## src/mips_pkg.sv

```systemverilog
package mips_pkg;

  // Memory sizes in words
  localparam int IMEM_DEPTH = 64;
  localparam int DMEM_DEPTH = 64;

  typedef logic [31:0]                     word_t;       // Data or instruction word
  typedef logic [4:0]                      reg_addr_t;   // Register number
  typedef logic [$clog2(IMEM_DEPTH)-1:0]   imem_addr_t;  // Instruction memory word index
  typedef logic [$clog2(DMEM_DEPTH)-1:0]   dmem_addr_t;  // Data memory word index
  typedef logic [5:0]                      opcode_t;     // Major opcode field
  typedef logic [5:0]                      funct_t;      // R-type function field

  // Major opcodes
  localparam opcode_t OP_RTYPE = 6'h00;
  localparam opcode_t OP_ADDIU = 6'h09;
  localparam opcode_t OP_LW    = 6'h23;
  localparam opcode_t OP_SW    = 6'h2b;

  localparam word_t INSTR_HALT = 32'hffff_ffff;  // All-ones word stops the core

  // R-type function codes
  localparam funct_t FN_ADDU = 6'h21;
  localparam funct_t FN_SUBU = 6'h23;
  localparam funct_t FN_AND  = 6'h24;
  localparam funct_t FN_OR   = 6'h25;
  localparam funct_t FN_XOR  = 6'h26;
  localparam funct_t FN_SLT  = 6'h2a;

  typedef enum logic [2:0] {
    ALU_ADD,  // Wraparound add, also address generation
    ALU_SUB,
    ALU_AND,
    ALU_OR,
    ALU_XOR,
    ALU_SLT   // Signed compare
  } alu_op_e;

  typedef enum logic [1:0] {
    FWD_NONE,  // Value read in decode
    FWD_MEM,   // EX/MEM result
    FWD_WB     // MEM/WB write data
  } fwd_sel_e;

endpackage

```

## src/if_stage.sv

```systemverilog
`timescale 1ns/100ps

module if_stage (
  input  logic                 clk,
  input  logic                 i_rst_n,
  input  logic                 i_stall,       // Load-use hold from decode
  input  logic                 i_halt_seen,   // HALT decoded now or earlier
  input  logic                 i_imem_we,
  input  mips_pkg::imem_addr_t i_imem_addr,
  input  mips_pkg::word_t      i_imem_wdata,
  output logic                 o_if_valid,
  output mips_pkg::word_t      o_if_instr
);

  mips_pkg::word_t      imem [mips_pkg::IMEM_DEPTH];  // Program storage
  mips_pkg::imem_addr_t pc;                           // Word index of the next fetch

  // Program load port
  always_ff @(posedge clk) begin
    if (i_imem_we) begin
      imem[i_imem_addr] <= i_imem_wdata;
    end
  end

  always_ff @(posedge clk) begin
    if (!i_rst_n) begin
      pc         <= '0;
      o_if_valid <= 1'b0;
    end else if (i_halt_seen) begin
      o_if_valid <= 1'b0;        // PC frozen and decode starved after HALT
    end else if (!i_stall) begin
      pc         <= pc + 1'b1;   // One word per cycle
      o_if_valid <= 1'b1;
    end
  end

  // IF/ID instruction word
  always_ff @(posedge clk) begin
    if (!i_halt_seen && !i_stall) begin
      o_if_instr <= imem[pc];    // Combinational read registered here
    end
  end

endmodule

```

## config.mk

```make
export PLATFORM = sky130hd
export DESIGN_NAME = if_stage
export DESIGN_NICKNAME = d
export VERILOG_FILES = /design/src/mips_pkg.sv /design/src/if_stage.sv
export SDC_FILE = /design/constraint.sdc
export NUM_CORES = 2
export LEC_CHECK = 0
export BUFFER_PORTS_ARGS = -buffer_cell sky130_fd_sc_hd__clkbuf_2
export CORE_MARGIN = 4
export CORE_UTILIZATION = 45
export CTS_BUF_LIST = sky130_fd_sc_hd__clkbuf_4 sky130_fd_sc_hd__clkbuf_8 sky130_fd_sc_hd__clkbuf_16
export DETAILED_ROUTE_END_ITERATION = 12
export PLACE_DENSITY_LB_ADDON = 0.12
export SYNTH_ARGS = -nofsm -noshare
export SYNTH_HDL_FRONTEND = slang
export SYNTH_SLANG_ARGS = --single-unit
```

## constraint.sdc

```tcl
create_clock -name clk -period 5.36 [get_ports clk]
set_input_delay 1.608 -clock clk [delete_from_list [all_inputs] [get_ports clk]]
set_output_delay 1.608 -clock clk [all_outputs]
set_load 0.03 [all_outputs]
```

==> flow_summary.ini <==
[sta]
fin_tns_setup_ns = 0
finalHoldViolCount = 0
finalCritPeriodShare_pct = 81.0
setup_violations = 0
maxSlewViolCount = 0
timing.fmax_ghz = 0.230
period_needed_ns = 4.34
tightestPinTransition_ns = 1.35
setup_slack_ns = 1.02
rsz0062_at_grt = false
slew_headroom_pct = 7.41
finClkSkew_ns = 0.0295

[placed_design]
place.gp.congestion = 0.856
io_buffers = 75
pre_cts_slack_ns = 1.15
post-dp-hpwl_um = 141000

[floorplanning]
die_w_um = 429
die_y_um = 429
rows = 154
coreArea_um2 = 176000
dieArea_um2 = 184000
initial_utilization_pct = 45.3
ios = 76

[pwr]
clkPwrFrac_pct = 42.9
p_sw_mw = 7.24
switching_share_pct = 21.0
internal-power_mw = 27.2
peakVddDrop_v = 0.000253
combPwrFrac_pct = 4.4
p_leak_nw = 27.9
power_frac_seq_pct = 52.7
power-per-cell-area_nw_per_um2 = 376

[min_path]
hold_depth = 2
hp-class = register to register
worstHoldStart = o_if_valid

[synthesis]
yosysTopAreaCellShare_pct = 78.2
synth_cells = 3549
synth_flop_cell = edfxtp_1
synth_seq_cells = 2087
syn_nets = 3593
synthArstFlopShare_pct = 0
seq_area_frac_synth_pct = 78.4
yosysUniqueCellTypes = 60
syn_area_um2 = 79900
yosys_warnings = 0
synth_area_leader_cell = edfxtp_1
synth_edf_count = 2080
postSynthAreaPerCell_um2 = 22.5
yosys-top-cells-area = edfxtp_1 78%, mux4_2 11%, mux2i_1 3.2%

[grt]
grtUsageTotal_pct = 24.8
grt_max_degree = 66
grt_pass1_vias = 38500
grt_pass1_wl_um = 318000
grt-ovfl-total = 0
antenna_found_initial = 23

[routing]
route.vias.total = 39100
initialDrtViolationCount = 5030
drc = 0
routedWlPerCell_um = 35.9
vias_per_cell = 6.12
routed_wl_um = 230000
dr.pass1.iters = 5
ant_nets = 0

[clock_tree]
htree_num_levels = 4
cts_tree = built
clk_pin_slew_ns = 0.06
cts_setup_buffers = 0
cts_inserted_buffers = 211
clkSinkCount = 2087
cts_resized = 0
insertion_delay_ns = 0.85
cts_buffer_depth = 3
holdBufCountCts = 0
clockRootBuffer = clkbuf_16

[critical_path]
end_kind = register
crit_fanout = 30
worstSetupPathType = register to register
crit_path_cell_trace = buf_4, nand3b_1, buf_4, buf_4, o22ai_1, a2111oi_0, o31a_1, nor3_1
path_common_cell = buf_4
crit_arrival_ns = 4.92
crit_path_start_kind = register
slowest_stage = a2111oi_0
slowest_delay_ns = 0.96
required_ns = 5.94
rr_worst_depth = 8
crit-reg2reg-launch = pc[1]
startpoint = pc[1]

[cells_and_area]
area_growth_pct = 14.5
drive_above_1_share_pct = 27.9
fin_nets = 3912

[outcome]
outcome = complete, no violations

[run]
drv_cap = 0
==> per-stage QoR <==
step / power (mW) / utilization (%) / hold WS (ns) / instances / instance area (µm²)
after floorplan: 19.3 / - / 0.621 / 3549 / 79900
after global placement: 20.0 / 47.9 / 0.492 / 5994 / 84400
after detailed placement: 20.0 / 47.9 / 0.498 / 5995 / 84400
after CTS: 34.7 / 51.8 / 0.510 / 6391 / 91400
after global routing: 35.4 / 51.9 / 0.522 / 6391 / 91400
final: 34.4 / 51.9 / 0.513 / 6397 / 91400
==> power groups by stage <==
| stage | clock network, mW | registers, mW | logic (mW) |
|---|---|---|---|
| finish | 14.7 | 18.1 | 1.52 |
| CTS | 15.0 | 18.1 | 1.55 |
| global route | 15.7 | 18.1 | 1.60 |
| floorplan | 0 | 18.5 | 0.786 |
| detailed placement | 0 | 18.5 | 1.55 |
| global placement | 0 | 18.5 | 1.54 |
==> path summary, 6_finish.rpt <==
kind | slack [ns] | to
min reg2reg | 0.51 | o_if_valid
min | 0.51 | o_if_valid
max | 1.02 | o_if_instr[1]
max reg2reg | 1.02 | o_if_instr[1]
==> area by class of cell <==
type | instances | area, µm²
Sequential cell | 2087 | 62600
Clock inverter | 120 | 1180
Clock buffer | 276 | 5820
Tap cell | 2340 | 2930
Fill cell | 13800 | 84900
Antenna cell | 6 | 15.0
Timing Repair Buffer | 304 | 2320
Multi-Input combinational cell | 1258 | 16500
Inverter | 6 | 23.8
==> worst max-delay path, delay by kind of cell, from the launching register on <==
kind	cells	cell delay [ns]
flops	1	0.92
compound gates	3	1.53
simple gates	2	0.61
buf+inv	3	0.95
==> layer usage <==
| metal | share of wire [%] | GRT usage, % | up-vias | wire, µm |
|---|---|---|---|---|
| met3 | 7.6 | 5.04 | 298 | 17600 |
| met4 | 2.7 | 7.12 | 6 | 6250 |
| met1 | 41 | 35.0 | 21400 | 94900 |
| met2 | 48 | 39.7 | 1600 | 111000 |
| li1 | - | - | 15900 | - |
| met5 | 0.018 | 0 | - | 41 |
==> state kept, by name, indices dropped and copies added, names as in the netlist <==
| register | flops |
|---|---|
| pc | 6 |
| o_if_instr | 32 |
| o_if_valid | 1 |
| imem | 2048 |
==> cells in the final DEF, fill, tap and decap left out, drive strengths merged, types with 7 or more instances in the layout <==
master   count
nand3       12
o221ai      54
a211oi      34
clkbuf     347
a2111oi     39
mux2        27
clkinv      96
a22o        30
bufinv      19
o21ai       23
a21oi       29
edfxtp    2080
mux4       417
buf        233
mux2i      254
nand2       40
and2         7
inv         10
nor2       104
nor2b       17
nor4         8
nor3         7
dfxtp        7
a22oi       10
a221oi      26
o22ai       53
==> cells by family after synthesis <==
kind of cell    share of synthesized area, %
buf+inv                                 1.62
simple gates                            1.23
mux                                     15.5
flops                                   78.4
xor+xnor                              0.0548
fa+ha+maj                             0.0157
compound gates                          3.20
==> cell usage after synthesis (4+ instances only) <==
cell type and number:
a22oi_1 10, a211o_1 6, clkbuf_4 6, dfxtp_1 7, nor3_1 7, o32ai_1 5
mux4_1 38, buf_2 68, xnor2_1 4, a211oi_1 34, a22o_1 30, o21a_1 4
buf_1 6, nor4_1 8, buf_6 28, inv_1 5, a2111oi_0 39, a31oi_1 5
nand3_1 12, o22ai_1 53, o2bb2ai_1 4, mux2i_1 254, nand3b_1 4, o31ai_1 4
or3_1 6, o221ai_1 54, nor2b_1 17, nand2_1 40, o21ai_0 23, nor2_1 104
mux4_2 379, mux2_2 27, a21oi_1 29, buf_4 34, clkbuf_1 48, a221oi_1 26
edfxtp_1 2080, and2_1 7
Note: power is estimated with default switching activity, not from simulation.
