==> config.mk <==
export PLATFORM = sky130hd
export DESIGN_NAME = ex_stage
export DESIGN_NICKNAME = d
export VERILOG_FILES = /design/src/mips_pkg.sv /design/src/ex_stage.sv
export SDC_FILE = /design/constraint.sdc
export NUM_CORES = 1
export LEC_CHECK = 0
export BUFFER_PORTS_ARGS = -buffer_cell sky130_fd_sc_hd__buf_2
export CAP_MARGIN = 10
export CORE_UTILIZATION = 45
export CTS_CLUSTER_DIAMETER = 120
export DETAILED_ROUTE_END_ITERATION = 10
export GPL_TIMING_DRIVEN = 1
export PLACE_DENSITY = 0.77
export SYNTH_ARGS = -nofsm -noshare
export SYNTH_HDL_FRONTEND = slang
export SYNTH_SLANG_ARGS = --single-unit
==> constraint.sdc <==
create_clock -name clk -period 13.9 [get_ports clk]
set_input_delay 2.085 -clock clk [delete_from_list [all_inputs] [get_ports clk]]
set_output_delay 2.085 -clock clk [all_outputs]
set_load 0.01 [all_outputs]
==> src/mips_pkg.sv <==
package mips_pkg;

  // Memory sizes in words
  localparam int IMEM_DEPTH = 64;
  localparam int DMEM_DEPTH = 64;

  typedef logic [31:0]                     word_t;       // Data or instruction word
  typedef logic [4:0]                      reg_addr_t;   // Register number
  typedef logic [$clog2(IMEM_DEPTH)-1:0]   imem_addr_t;  // Instruction memory word index
  typedef logic [$clog2(DMEM_DEPTH)-1:0]   dmem_addr_t;  // Data memory word index
  typedef logic [5:0]                      opcode_t;     // Major opcode field
  typedef logic [5:0]                      funct_t;      // R-type function field

  // Major opcodes
  localparam opcode_t OP_RTYPE = 6'h00;
  localparam opcode_t OP_ADDIU = 6'h09;
  localparam opcode_t OP_LW    = 6'h23;
  localparam opcode_t OP_SW    = 6'h2b;

  localparam word_t INSTR_HALT = 32'hffff_ffff;  // All-ones word stops the core

  // R-type function codes
  localparam funct_t FN_ADDU = 6'h21;
  localparam funct_t FN_SUBU = 6'h23;
  localparam funct_t FN_AND  = 6'h24;
  localparam funct_t FN_OR   = 6'h25;
  localparam funct_t FN_XOR  = 6'h26;
  localparam funct_t FN_SLT  = 6'h2a;

  typedef enum logic [2:0] {
    ALU_ADD,  // Wraparound add, also address generation
    ALU_SUB,
    ALU_AND,
    ALU_OR,
    ALU_XOR,
    ALU_SLT   // Signed compare
  } alu_op_e;

  typedef enum logic [1:0] {
    FWD_NONE,  // Value read in decode
    FWD_MEM,   // EX/MEM result
    FWD_WB     // MEM/WB write data
  } fwd_sel_e;

endpackage

==> src/ex_stage.sv <==
`timescale 1ns/100ps

module ex_stage (
  input  logic                clk,
  input  logic                i_rst_n,
  input  logic                i_ex_valid,
  input  mips_pkg::reg_addr_t i_ex_rs,
  input  mips_pkg::reg_addr_t i_ex_rt,
  input  mips_pkg::word_t     i_ex_rs_data,
  input  mips_pkg::word_t     i_ex_rt_data,
  input  mips_pkg::word_t     i_ex_imm,
  input  mips_pkg::alu_op_e   i_ex_alu_op,
  input  logic                i_ex_alu_src,      // Immediate as operand B
  input  mips_pkg::reg_addr_t i_ex_dst,
  input  logic                i_ex_reg_write,
  input  logic                i_ex_mem_read,
  input  logic                i_ex_mem_write,
  input  logic                i_ex_halt,
  input  mips_pkg::fwd_sel_e  i_fwd_a,
  input  mips_pkg::fwd_sel_e  i_fwd_b,
  input  mips_pkg::word_t     i_wb_data,         // WB forward source
  output logic                o_mem_valid,       // EX/MEM register
  output mips_pkg::word_t     o_mem_alu_result,
  output mips_pkg::word_t     o_mem_store_data,
  output mips_pkg::reg_addr_t o_mem_dst,
  output logic                o_mem_reg_write,
  output logic                o_mem_read,
  output logic                o_mem_write,
  output logic                o_mem_halt
);

  mips_pkg::word_t opnd_a, rt_fwd, opnd_b, alu_result;

  function automatic mips_pkg::word_t fwd_mux(input mips_pkg::fwd_sel_e sel,
                                              input mips_pkg::word_t    id_val);
    case (sel)
      mips_pkg::FWD_MEM: return o_mem_alu_result;
      mips_pkg::FWD_WB:  return i_wb_data;
      default:           return id_val;
    endcase
  endfunction

  always_comb begin
    opnd_a = fwd_mux(i_fwd_a, i_ex_rs_data);
    rt_fwd = fwd_mux(i_fwd_b, i_ex_rt_data);          // Also the store data
    opnd_b = i_ex_alu_src ? i_ex_imm : rt_fwd;
    case (i_ex_alu_op)
      mips_pkg::ALU_SUB: alu_result = opnd_a - opnd_b;
      mips_pkg::ALU_AND: alu_result = opnd_a & opnd_b;
      mips_pkg::ALU_OR:  alu_result = opnd_a | opnd_b;
      mips_pkg::ALU_XOR: alu_result = opnd_a ^ opnd_b;
      mips_pkg::ALU_SLT: alu_result = {31'b0, $signed(opnd_a) < $signed(opnd_b)};
      default:           alu_result = opnd_a + opnd_b;  // ADDU, ADDIU, address
    endcase
  end

  always_ff @(posedge clk) begin
    if (!i_rst_n) begin
      o_mem_valid <= 1'b0;
    end else begin
      o_mem_valid <= i_ex_valid;
    end
  end

  // EX/MEM payload
  always_ff @(posedge clk) begin
    o_mem_alu_result <= alu_result;
    o_mem_store_data <= rt_fwd;
    o_mem_dst        <= i_ex_dst;
    o_mem_reg_write  <= i_ex_reg_write;
    o_mem_read       <= i_ex_mem_read;
    o_mem_write      <= i_ex_mem_write;
    o_mem_halt       <= i_ex_halt;
  end

endmodule

==> results_dict.tcl <==
set metrics [dict create \
    status "finished clean" \
    synthMuxAreaShare_pct 1.38 \
    fp.dieW_um 142 \
    wl_met3_mm 2.52 \
    ys_seq_area_share_pct 16.9 \
    first_global_vias 9123 \
    netSwitchingPower_uw 529 \
    yosys.area_share.simple_pct 18.3 \
    synth_compound_area_share_pct 36.4 \
    yosys_warnings 0 \
    final_cell_mix "buf_2, nand2_1, o21ai_0, nor2_1, inv_1" \
    final.period_utilization_pct 48.6 \
    holdPathEnd "o_mem_store_data[26]$_DFF_P_" \
    netlist_instances 1299 \
    grt_start_max_net_pins 65 \
    routedWlPerCell_um 17.9 \
    synth_area_leaders "dfxtp_1, ha_1, o21ai_0, a21oi_1, a22oi_1" \
    firstDrtPassIters 6 \
    cts_hold_buf 0 \
    fin_setup_tns_ns 0 \
    rsz0062_at_grt "no" \
    drive_gt1_share_pct 18.5 \
    grt_usage_pct 30.0 \
    place_congestion 0.966 \
    fillers 1887 \
    crit_path_cell_trace "buf_2 > inv_1 > ha_2 > a22oi_1 > nor2_1 > a21oi_1 > o21ai_0 > ha_1 > inv_1 > fa_1 > and2b_1 > o21ai_1 > a21oi_1 > a311oi_1 > o31ai_1 > a21oi_1 > nor4_1 > a2111oi_0 > a32oi_1" \
    power_leakage_uw 0.00479 \
    wl_met1_mm 13.8 \
    post-route-drc-count 0 \
    routed.top_layer "met4" \
    slew_headroom_pct 24.7 \
    reg2reg_to "o_mem_alu_result[22]$_DFF_P_" \
    yosysTopAreaCellShare_pct 16.9 \
    cts_buffers 9 \
    peakVddDrop_mv 0.0639 \
    io_buffers 221 \
    synth_edf_count 0 \
    cts_setup_buffers 0 \
    p_per_area_nw_per_um2 112 \
    yosys.area.top_type "dfxtp_1" \
    drv_cap 0 \
    cts_root_buffer "clkbuf_16" \
    syn-num-nets 1559 \
    grt_pass1_wl_mm 47.6 \
    cts.htree.levels 3 \
    p_sw_share_pct 46.6 \
    tightest_slew_ns 1.12 \
    yosys.area_share.adder_pct 14.7 \
    slowest_stage "ha_2" \
    r2r_setup_slack_ns 9.44 \
    min_path_cells 4 \
    wl_met2_mm 13.7 \
    async_reset_ff_share_pct 0 \
    nets 1712 \
    final_common_cell "buf_2" \
    hold_viol 0 \
    fp.dieArea_um2 20100 \
    totalWireLength_mm 30.7 \
    yosysUniqueCellTypes 78 \
    worstReg2RegStart "o_mem_alu_result[0]$_DFF_P_" \
    ant_nets 0 \
    power_frac_seq_pct 24.6 \
    cp_max_fo 32 \
    insertion_delay_ns 0.36 \
    cp.arrival_ns 6.91 \
    first_iter_violations 1052 \
    total_power_uw 1140 \
    cp.required_ns 14.06 \
    multi_input_area_um2 6400 \
    hp-start "o_mem_alu_result[26]$_DFF_P_" \
    critPathLaunchType "input pin" \
    tritoncts "built" \
    io_pins 232 \
    p_clk_share_pct 20.4 \
    register_area_um2 1480 \
    rr_worst_depth 16 \
    synth_area_um2 8770 \
    cts_sinks 74 \
    antenna_found_initial 0 \
    post_cts_resize_count 0 \
    grt.overflow.total 0 \
    synth_top_family_by_area "compound AO/OA/AOI/OAI gates" \
    endpoint_kind "register" \
    place_hpwl_mm 22.3 \
    report.final.slew_viol_count 0 \
    skew_ns 0.0155 \
    syn_avg_cell_area_um2 6.75 \
    path_clk_slew_ns 0.07 \
    synthFlopType "dfxtp_1" \
    synth-xor-area-share_pct 2.10 \
    die_y_um 142 \
    timing.critical_path.mode_cell "a21oi_1" \
    n_antenna_cell 0 \
    hp-class "reg -> reg" \
    core-area_um2 18900 \
    cpPeakStageDelay_ns 0.71 \
    fmax_mhz 148 \
    syn2layout_area_growth_pct 15.9 \
    clockBufferDepth 2 \
    pwr-share-comb_pct 55.0 \
    crit_type "in -> reg" \
    detail_route.vias_per_cell 5.95 \
    period_minus_slack_ns 6.75 \
    rows 50 \
    ys_seq_elements 74 \
    vias 10200 \
    setup_violations 0 \
    p_int_uw 607 \
    utilization_pct 53.8 \
    start_util_pct 46.4 \
]
worst max-delay path: cells and delay by family:
family,cells,cell delay [ns]
buffers and inverters,3,0.23
adders and majority gates,3,1.39
AOI/OAI and AO/OA,10,2.77
and+or+nand+nor,3,0.44
power groups by stage:
stage / Combinational (uW) / Clock (uW) / Sequential [uW]
after CTS: 615 / 235 / 279
after detailed placement: 611 / 0 / 283
after floorplan: 422 / 0 / 300
after global placement: 602 / 0 / 283
final: 626 / 231 / 279
after global routing: 689 / 241 / 283
metrics by stage:
step,area [um^2],setup slack [ns],cells,hold slack (ns)
6_report,10200,7.15,1716,0.627
3_5_place_dp,9900,6.96,1701,0.603
4_1_cts,10200,7.28,1716,0.622
5_1_grt,10200,6.83,1716,0.675
3_3_place_gp,9900,7.01,1701,0.596
2_1_floorplan,8770,8.08,1299,0.641
worst max-delay path by stage:
stage | startpoint | to | depth (start not counted)
after detailed placement | i_fwd_b[0] | o_mem_alu_result[26]$_DFF_P_ | 19
after global routing | i_fwd_b[0] | o_mem_alu_result[26]$_DFF_P_ | 19
after global placement | i_fwd_b[0] | o_mem_alu_result[24]$_DFF_P_ | 19
final | i_fwd_b[0] | o_mem_alu_result[22]$_DFF_P_ | 19
after floorplan | i_fwd_b[0] | o_mem_alu_result[30]$_DFF_P_ | 18
after CTS | i_fwd_b[0] | o_mem_alu_result[26]$_DFF_P_ | 19
state kept, by name, indices dropped and copies added (netlist names):
name	count
o_mem_store_data	32
o_mem_dst	5
o_mem_read	1
o_mem_reg_write	1
o_mem_valid	1
o_mem_write	1
o_mem_halt	1
o_mem_alu_result	32
synthesized netlist by cell type, types with 4 or more instances:
cell type    n
a2111oi_0    7
a211oi_1    21
a21o_1       8
a21oi_1    125
a221oi_1     9
a22oi_1     69
a31o_2       4
a31oi_1      6
a32oi_1      6
and3_1       4
buf_1        9
buf_2       11
buf_4        6
clkbuf_1    60
dfxtp_1     74
ha_1       100
inv_1      132
mux2i_1     11
nand2_1    137
nand2b_1     5
nand3_1     18
nand4_1      5
nor2_1     133
nor2b_1     12
nor3_1      24
nor4_1      12
o211ai_1    15
o21a_1       9
o21ai_0    133
o21bai_1     7
o221ai_1     7
o22ai_1     14
o311ai_0     4
o31ai_1     13
o41ai_1      5
or2_2        4
or3_1        5
xnor2_1     20
logic make-up after synthesis:
family          after synthesis
mux                          12
xor+xnor                     21
fa+ha+maj                   102
simple gates                371
buf+inv                     224
compound gates              495
flops                        74
metal layers:
metal | up-vias | global-route usage (%)
met5 | - | 0
met1 | 4757 | 41.0
met3 | 50 | 3.54
met4 | 0 | 10.1
li1 | 4919 | -
met2 | 490 | 48.7
cell type report:
type	count	share of cell area (%)
Multi-Input combinational cell	1001	63.0
Clock inverter	6	0.431
Sequential cell	74	14.6
Inverter	135	4.98
Timing Repair Buffer	231	11.6
Clock buffer	9	2.22
Tap cell	260	3.20
Note: power is estimated with default switching activity, not from simulation.
