## config.mk

```make
export PLATFORM = sky130hd
export DESIGN_NAME = forwarding_unit
export DESIGN_NICKNAME = d
export VERILOG_FILES = /design/src/mips_pkg.sv /design/src/forwarding_unit.sv
export SDC_FILE = /design/constraint.sdc
export NUM_CORES = 1
export LEC_CHECK = 0
export BUFFER_PORTS_ARGS = -buffer_cell sky130_fd_sc_hd__buf_2
export CORE_AREA = 2 2 39 41
export DETAILED_ROUTE_END_ITERATION = 16
export DIE_AREA = 0 0 41 43
export PLACE_DENSITY = 0.56
export SKIP_LAST_GASP = 1
export SLEW_MARGIN = 20
export SYNTH_ARGS = -nofsm -noshare
export SYNTH_HDL_FRONTEND = slang
export SYNTH_SLANG_ARGS = --single-unit
```

## constraint.sdc

```tcl
create_clock -name vclk -period 1.9
set_clock_uncertainty 0.05 [all_clocks]
set_input_delay 0.19 -clock vclk [all_inputs]
set_output_delay 0.19 -clock vclk [all_outputs]
set_load 0.02 [all_outputs]
```

## src/mips_pkg.sv

```systemverilog
package mips_pkg;

  // Memory sizes in words
  localparam int IMEM_DEPTH = 64;
  localparam int DMEM_DEPTH = 64;

  typedef logic [31:0]                     word_t;       // Data or instruction word
  typedef logic [4:0]                      reg_addr_t;   // Register number
  typedef logic [$clog2(IMEM_DEPTH)-1:0]   imem_addr_t;  // Instruction memory word index
  typedef logic [$clog2(DMEM_DEPTH)-1:0]   dmem_addr_t;  // Data memory word index
  typedef logic [5:0]                      opcode_t;     // Major opcode field
  typedef logic [5:0]                      funct_t;      // R-type function field

  // Major opcodes
  localparam opcode_t OP_RTYPE = 6'h00;
  localparam opcode_t OP_ADDIU = 6'h09;
  localparam opcode_t OP_LW    = 6'h23;
  localparam opcode_t OP_SW    = 6'h2b;

  localparam word_t INSTR_HALT = 32'hffff_ffff;  // All-ones word stops the core

  // R-type function codes
  localparam funct_t FN_ADDU = 6'h21;
  localparam funct_t FN_SUBU = 6'h23;
  localparam funct_t FN_AND  = 6'h24;
  localparam funct_t FN_OR   = 6'h25;
  localparam funct_t FN_XOR  = 6'h26;
  localparam funct_t FN_SLT  = 6'h2a;

  typedef enum logic [2:0] {
    ALU_ADD,  // Wraparound add, also address generation
    ALU_SUB,
    ALU_AND,
    ALU_OR,
    ALU_XOR,
    ALU_SLT   // Signed compare
  } alu_op_e;

  typedef enum logic [1:0] {
    FWD_NONE,  // Value read in decode
    FWD_MEM,   // EX/MEM result
    FWD_WB     // MEM/WB write data
  } fwd_sel_e;

endpackage

```

## src/forwarding_unit.sv

```systemverilog
`timescale 1ns/100ps

module forwarding_unit (
  input  mips_pkg::reg_addr_t i_ex_rs,
  input  mips_pkg::reg_addr_t i_ex_rt,
  input  logic                i_mem_valid,      // EX/MEM slot
  input  logic                i_mem_reg_write,
  input  mips_pkg::reg_addr_t i_mem_dst,
  input  logic                i_wb_we,          // MEM/WB write, never r0
  input  mips_pkg::reg_addr_t i_wb_reg,
  output mips_pkg::fwd_sel_e  o_fwd_a,
  output mips_pkg::fwd_sel_e  o_fwd_b
);

  logic mem_ok;  // EX/MEM holds a usable result

  assign mem_ok = i_mem_valid && i_mem_reg_write && (i_mem_dst != '0);

  // Newest producer wins
  function automatic mips_pkg::fwd_sel_e pick(input mips_pkg::reg_addr_t src);
    if (mem_ok && (i_mem_dst == src)) begin
      return mips_pkg::FWD_MEM;
    end else if (i_wb_we && (i_wb_reg == src)) begin
      return mips_pkg::FWD_WB;
    end
    return mips_pkg::FWD_NONE;
  endfunction

  always_comb begin
    o_fwd_a = pick(i_ex_rs);
    o_fwd_b = pick(i_ex_rt);
  end

endmodule

```

==> results of run 1 <==
## metal layers
layer,routed length [um],track usage (%),vias to the layer above
met1,321,11.7,138
met2,343,15.6,19
met5,0,0,-
li1,-,-,168
met4,0,0,0
met3,99,0.524,0
## cell type report
type | instances | area [um^2] | share of cell area (%)
multi-input cells | 32 | 248 | 61.5
well taps | 16 | 20.0 | 4.97
repair buffers | 27 | 135 | 33.5
## cell usage after synthesis
cell type	number
or4_1	1
nor4_1	4
nor2_1	2
xnor2_1	8
xor2_1	12
o211ai_2	1
nand3_1	4
## logic make-up (layout without fill, tap and decap cells)
group           Yosys count  after routing  share of synthesized area [%]
xor+xnor                 20             20                           70.7
compound gates            1              1                           5.05
buf+inv                   0             27                              0
simple gates             11             11                           24.2
## cell usage in the layout (no fill, tap or decap)
cell / synthesis / final
nor4_1: 4 / 4
xor2_1: 12 / 12
xnor2_1: 8 / 8
o211ai_2: 1 / 1
nand3_1: 4 / 4
nor2_1: 2 / 2
buf_2: 0 / 27
or4_1: 1 / 1
## where the power goes
| group | switching (mW) | internal (mW) | leakage, nW |
|---|---|---|---|
| Combinational | 0.0392 | 0.0426 | 0.198 |
| Sequential | 0 | 0 | 0 |
| Clock | 0 | 0 | 0 |
## how the worst min path moves through the flow
stage	end	from	slack (ns)
after floorplan	o_fwd_a[1]	i_wb_we	0.46
after global placement	o_fwd_b[1]	i_wb_we	0.69
after detailed placement	o_fwd_b[1]	i_wb_we	0.68
after CTS	o_fwd_b[1]	i_wb_we	0.68
after global routing	o_fwd_b[1]	i_wb_we	0.71
final	o_fwd_b[1]	i_wb_we	0.68
## per-stage QoR
stage               power, mW  hold WS [ns]  instance area (um^2)
global route           0.0902         0.706                   403
finish                 0.0818         0.679                   403
detailed placement     0.0827         0.680                   403
floorplan              0.0383         0.464                   248
CTS                    0.0831         0.680                   403
global placement       0.0822         0.688                   403
==> impl_results.md, run 1 <==
* Kind of critical path: primary input to output port
* Die W at 41 um
* Max_cap viols at 0
* DRT Pass-1 Iters at 4
* Ys Warns at 0
* Initial Util at 17.9%
* Period Utilization, post-route at 85.5%
* Cell count along the critical path at 6
* Worst-Margin Slew at 0.350 ns
* Die ar. at 1760 um^2
* Clkbuf count at 0
* IO Pins at 27
* Crit path to: o_fwd_b[1]
* Crit path arrival time at 1.38 ns
* Post-route DRC at 0
* Fmax at 616 MHz
* Worst path slowest cell: or4_1
* Placed instance count at 75
* Syn-to-layout area delta at 62.6%
* Post-synthesis net count at 55
* Slew headroom at 76.4%
* Vias in the first global route at 313
* Hold Vio Cnt, Final at 0
* Crit-path cells: buf_2 -> or4_1 -> o211ai_2 -> nor4_1 -> nor2_1 -> buf_2
* Worst setup margin at 0.275 ns
* RePlAce Congestion at 0.671
* Hpwl dp at 737 um
* GRT overflow at 0
* Mapped Area at 248 um^2
* Largest cells by area after synthesis: xor2_1 (42%), xnor2_1 (28%), nor4_1 (10%)
* DR vias/cell at 4.33
* First-pass GRT wire length at 1.14 mm
* N_diodes at 0
* Post-DR wirelength/cell at between 10 and 15 um
* Sequential cell area fraction in the yosys report at 0%
* Netlist cell types at 7
* Buf/Inv on CP at 2
* CP peak stage delay at 0.54 ns
* DRT iter0 DRCs at 3
* Critical Path Start Type: primary input
* Mapped Cells at 32
* Antenna violations before repair at 0
* Top cell type by total area after synthesis: xor2_1
* Rows at 14
* Final TNS setup at 0 ns
* Status: finished clean
* Cts hold-fix bufs at 0
* Syn Area/Cell at ~7.7 um^2
* Most used cell, CP: buf_2
* Largest net degree at the start of global routing at 4
* Worst setup EP type: output port
* Max-slew violations at 0
* Final WL at 764 um
* Gr usage total at ~9%
* Share of the synthesized area in the top cell type at a little over two fifths
* Minimum clock period at roughly 1.6 ns
* Post-Place Worst Slack at 0.270 ns
* RSZ-0062 raised after global routing: false
* Post-CTS Setup Repair Bufs at 0
* Die height at ~43 um
* Core box area at roughly 1400 um^2
* Setup crit start: i_mem_dst[3]
* Peak VDD IR at 59.8 uV
* Vias post-DR at 325
* Sequential cell area at 0 um^2
* Routed Antenna Nets at 0
* Max FO, Critical Path at 3
* Worst endpoint required time at 1.66 ns
* NumNets Final at 84
* Gates resized, CTS repair at 0
* Num sequential at 0
* Cells on Worst Hold Path at 4
* Largest delay contributor family on the critical path: simple AND/OR/NAND/NOR gates
* Final setup vio count at 0
* Hold Crit Class: primary input to output port
* Post-Layout Cell Count at 75
* Pleak at 0.198 nW
* Share of cells above drive strength 1 at a little under half
* FILL cells at around 160
* Post-layout util at between 20 and 30%
* Pwr dens at 203 nW/um^2
* PortBufs at 27
Note: power is estimated with default switching activity, not from simulation.
==> run 2, diff against run 1 <==
Settings changed: CORE_AREA 2 2 39 41 to 8 8 45 47, DIE_AREA 0 0 41 43 to 0 0 53 55, GPL_TIMING_DRIVEN set to 0, SETUP_SLACK_MARGIN set to 0.4.
==> run 2 against run 1 <==
Against the previous run: first-iteration DRC count unchanged; wire length up 24%; combinational power up 22%; critical endpoint unchanged; fmax up 1.0%; clock-buffer cell count unchanged; global-route usage down 2.2 points; critical path depth unchanged; non-clock buffer count up 1; sequential share of layout area unchanged; worst setup slack better by 0.017 ns; via count down 0.92%; final cell count up 1.3%.
==> impl_results.md, run 2 (synthesized netlist as in run 1, its figures left out) <==
* Cts hold-fix bufs at 0
* Max FO, Critical Path at 2
* NumNets Final at 85
* Routed Antenna Nets at 0
* Final setup vio count at 0
* Vias post-DR at 322
* Hpwl dp at 851 um
* DR vias/cell at 4.24
* Gr usage total at 6.55%
* Syn-to-layout area delta at 97.5%
* Die W at 53 um
* DRT Pass-1 Iters at 2
* PortBufs at 27
* Max_cap viols at 0
* Pwr dens at 204 nW/um^2
* GRT overflow at 0
* RePlAce Congestion at about 0.73
* FILL cells at approximately 150
* Post-DR wirelength/cell at 12.4 um
* WHS Endpoint: o_fwd_b[1]
* Hold Crit Class: primary input to output port
* Minimum clock period at approximately 1.6 ns
* Share of cells above drive strength 1 at 56.7%
* Cells on Worst Hold Path at 4
* First-pass GRT wire length at ~1.6 mm
* Post-route DRC at 0
* RSZ-0062 raised after global routing: true
* Die ar. at 2920 um^2
* DRT iter0 DRCs at 3
* Max-slew violations at 0
* Slew headroom at between 80% and 90%
* Worst endpoint required time at 1.66 ns
* Status: finished clean
* Rows at 14
* N_diodes at 0
* Sequential cell area at 0 um^2
* Fmax at 622 MHz
* Core box area at 1380 um^2
* Largest net degree at the start of global routing at 4
* Die height at 55 um
* Final WL at 946 um
* IO Pins at 27
* Crit path arrival time at roughly 1.4 ns
* Placed Area at around 420 um^2
* Num sequential at 0
* Vias in the first global route at approximately 380
* Critical Path Start Type: primary input
* Initial Util at between 10% and 20%
* Worst-Margin Slew at 0.289 ns
* Final Cell Area at 489 um^2
* Commonest non-fill, non-tap cell in the layout: buf_2
* Kind of critical path: primary input to output port
* Worst setup EP type: output port
* Hold Vio Cnt, Final at 0
* Antenna violations before repair at 0
* Hold path start: i_wb_we
* Clkbuf count at 0
* Pleak at between 0.2 and 0.25 nW
* Hold Worst Slack at 0.675 ns
* Peak VDD IR at a little under 80 uV
* Most frequent cells in the layout: buf_2 (22), xor2_1 (12), xnor2_1 (8)
* Area occupied by multi-input gates at between 200 and 300 um^2
* Period Utilization, post-route at ~85%
* Final TNS setup at 0 ns
-- run 2: worst max-delay path by stage --
stage	to	startpoint	cells past startpoint
after floorplan	o_fwd_b[1]	i_mem_dst[3]	4
after global placement	o_fwd_b[1]	i_mem_dst[3]	6
after detailed placement	o_fwd_b[1]	i_mem_dst[3]	6
after CTS	o_fwd_b[1]	i_mem_dst[1]	6
after global routing	o_fwd_b[1]	i_mem_dst[1]	6
final	o_fwd_b[1]	i_mem_dst[1]	6
-- run 2: cell type report --
cell class,count,share of cell area [%]
multi-input cells,32,60.4
well taps,16,4.09
repair buffers,28,35.5
-- run 2: metal layers --
metal | wire length, um | GRT usage (%) | vias up
met5 | 0 | 0 | -
li1 | - | - | 168
met4 | 0 | 0 | 0
met1 | 421 | 8.77 | 138
met2 | 440 | 11.1 | 16
met3 | 84 | 1.34 | 0
-- run 2: repair_timing --
action,4_1_cts,5_1_grt
gates resized for setup,13,1
pin swaps,4,1
cloned,0,0
endpoints found under the setup margin,4,4
setup buffers,1,0
-- run 2: worst max-delay path, cell delays in order --
cell,delay (ns)
buf_8,0.09
or4_4,0.53
o211ai_4,0.25
nor4_4,0.08
nor2_2,0.10
buf_6,0.12
-- run 2: through the flow --
stage          total power [mW]  util, %  cells  setup slack, ns
2_1_floorplan            0.0414        -     32            0.394
6_report                  0.100     35.4     76            0.292
5_1_grt                   0.110     35.4     76            0.240
4_1_cts                   0.100     35.1     76            0.264
3_3_place_gp             0.0849     30.4     75            0.246
3_5_place_dp             0.0851     30.4     75            0.231
-- run 2: where the power goes --
part           internal [mW]  leakage [nW]  switching [mW]
Sequential                 0             0               0
Combinational         0.0508         0.216          0.0492
Clock                      0             0               0
Total                 0.0508         0.216          0.0492
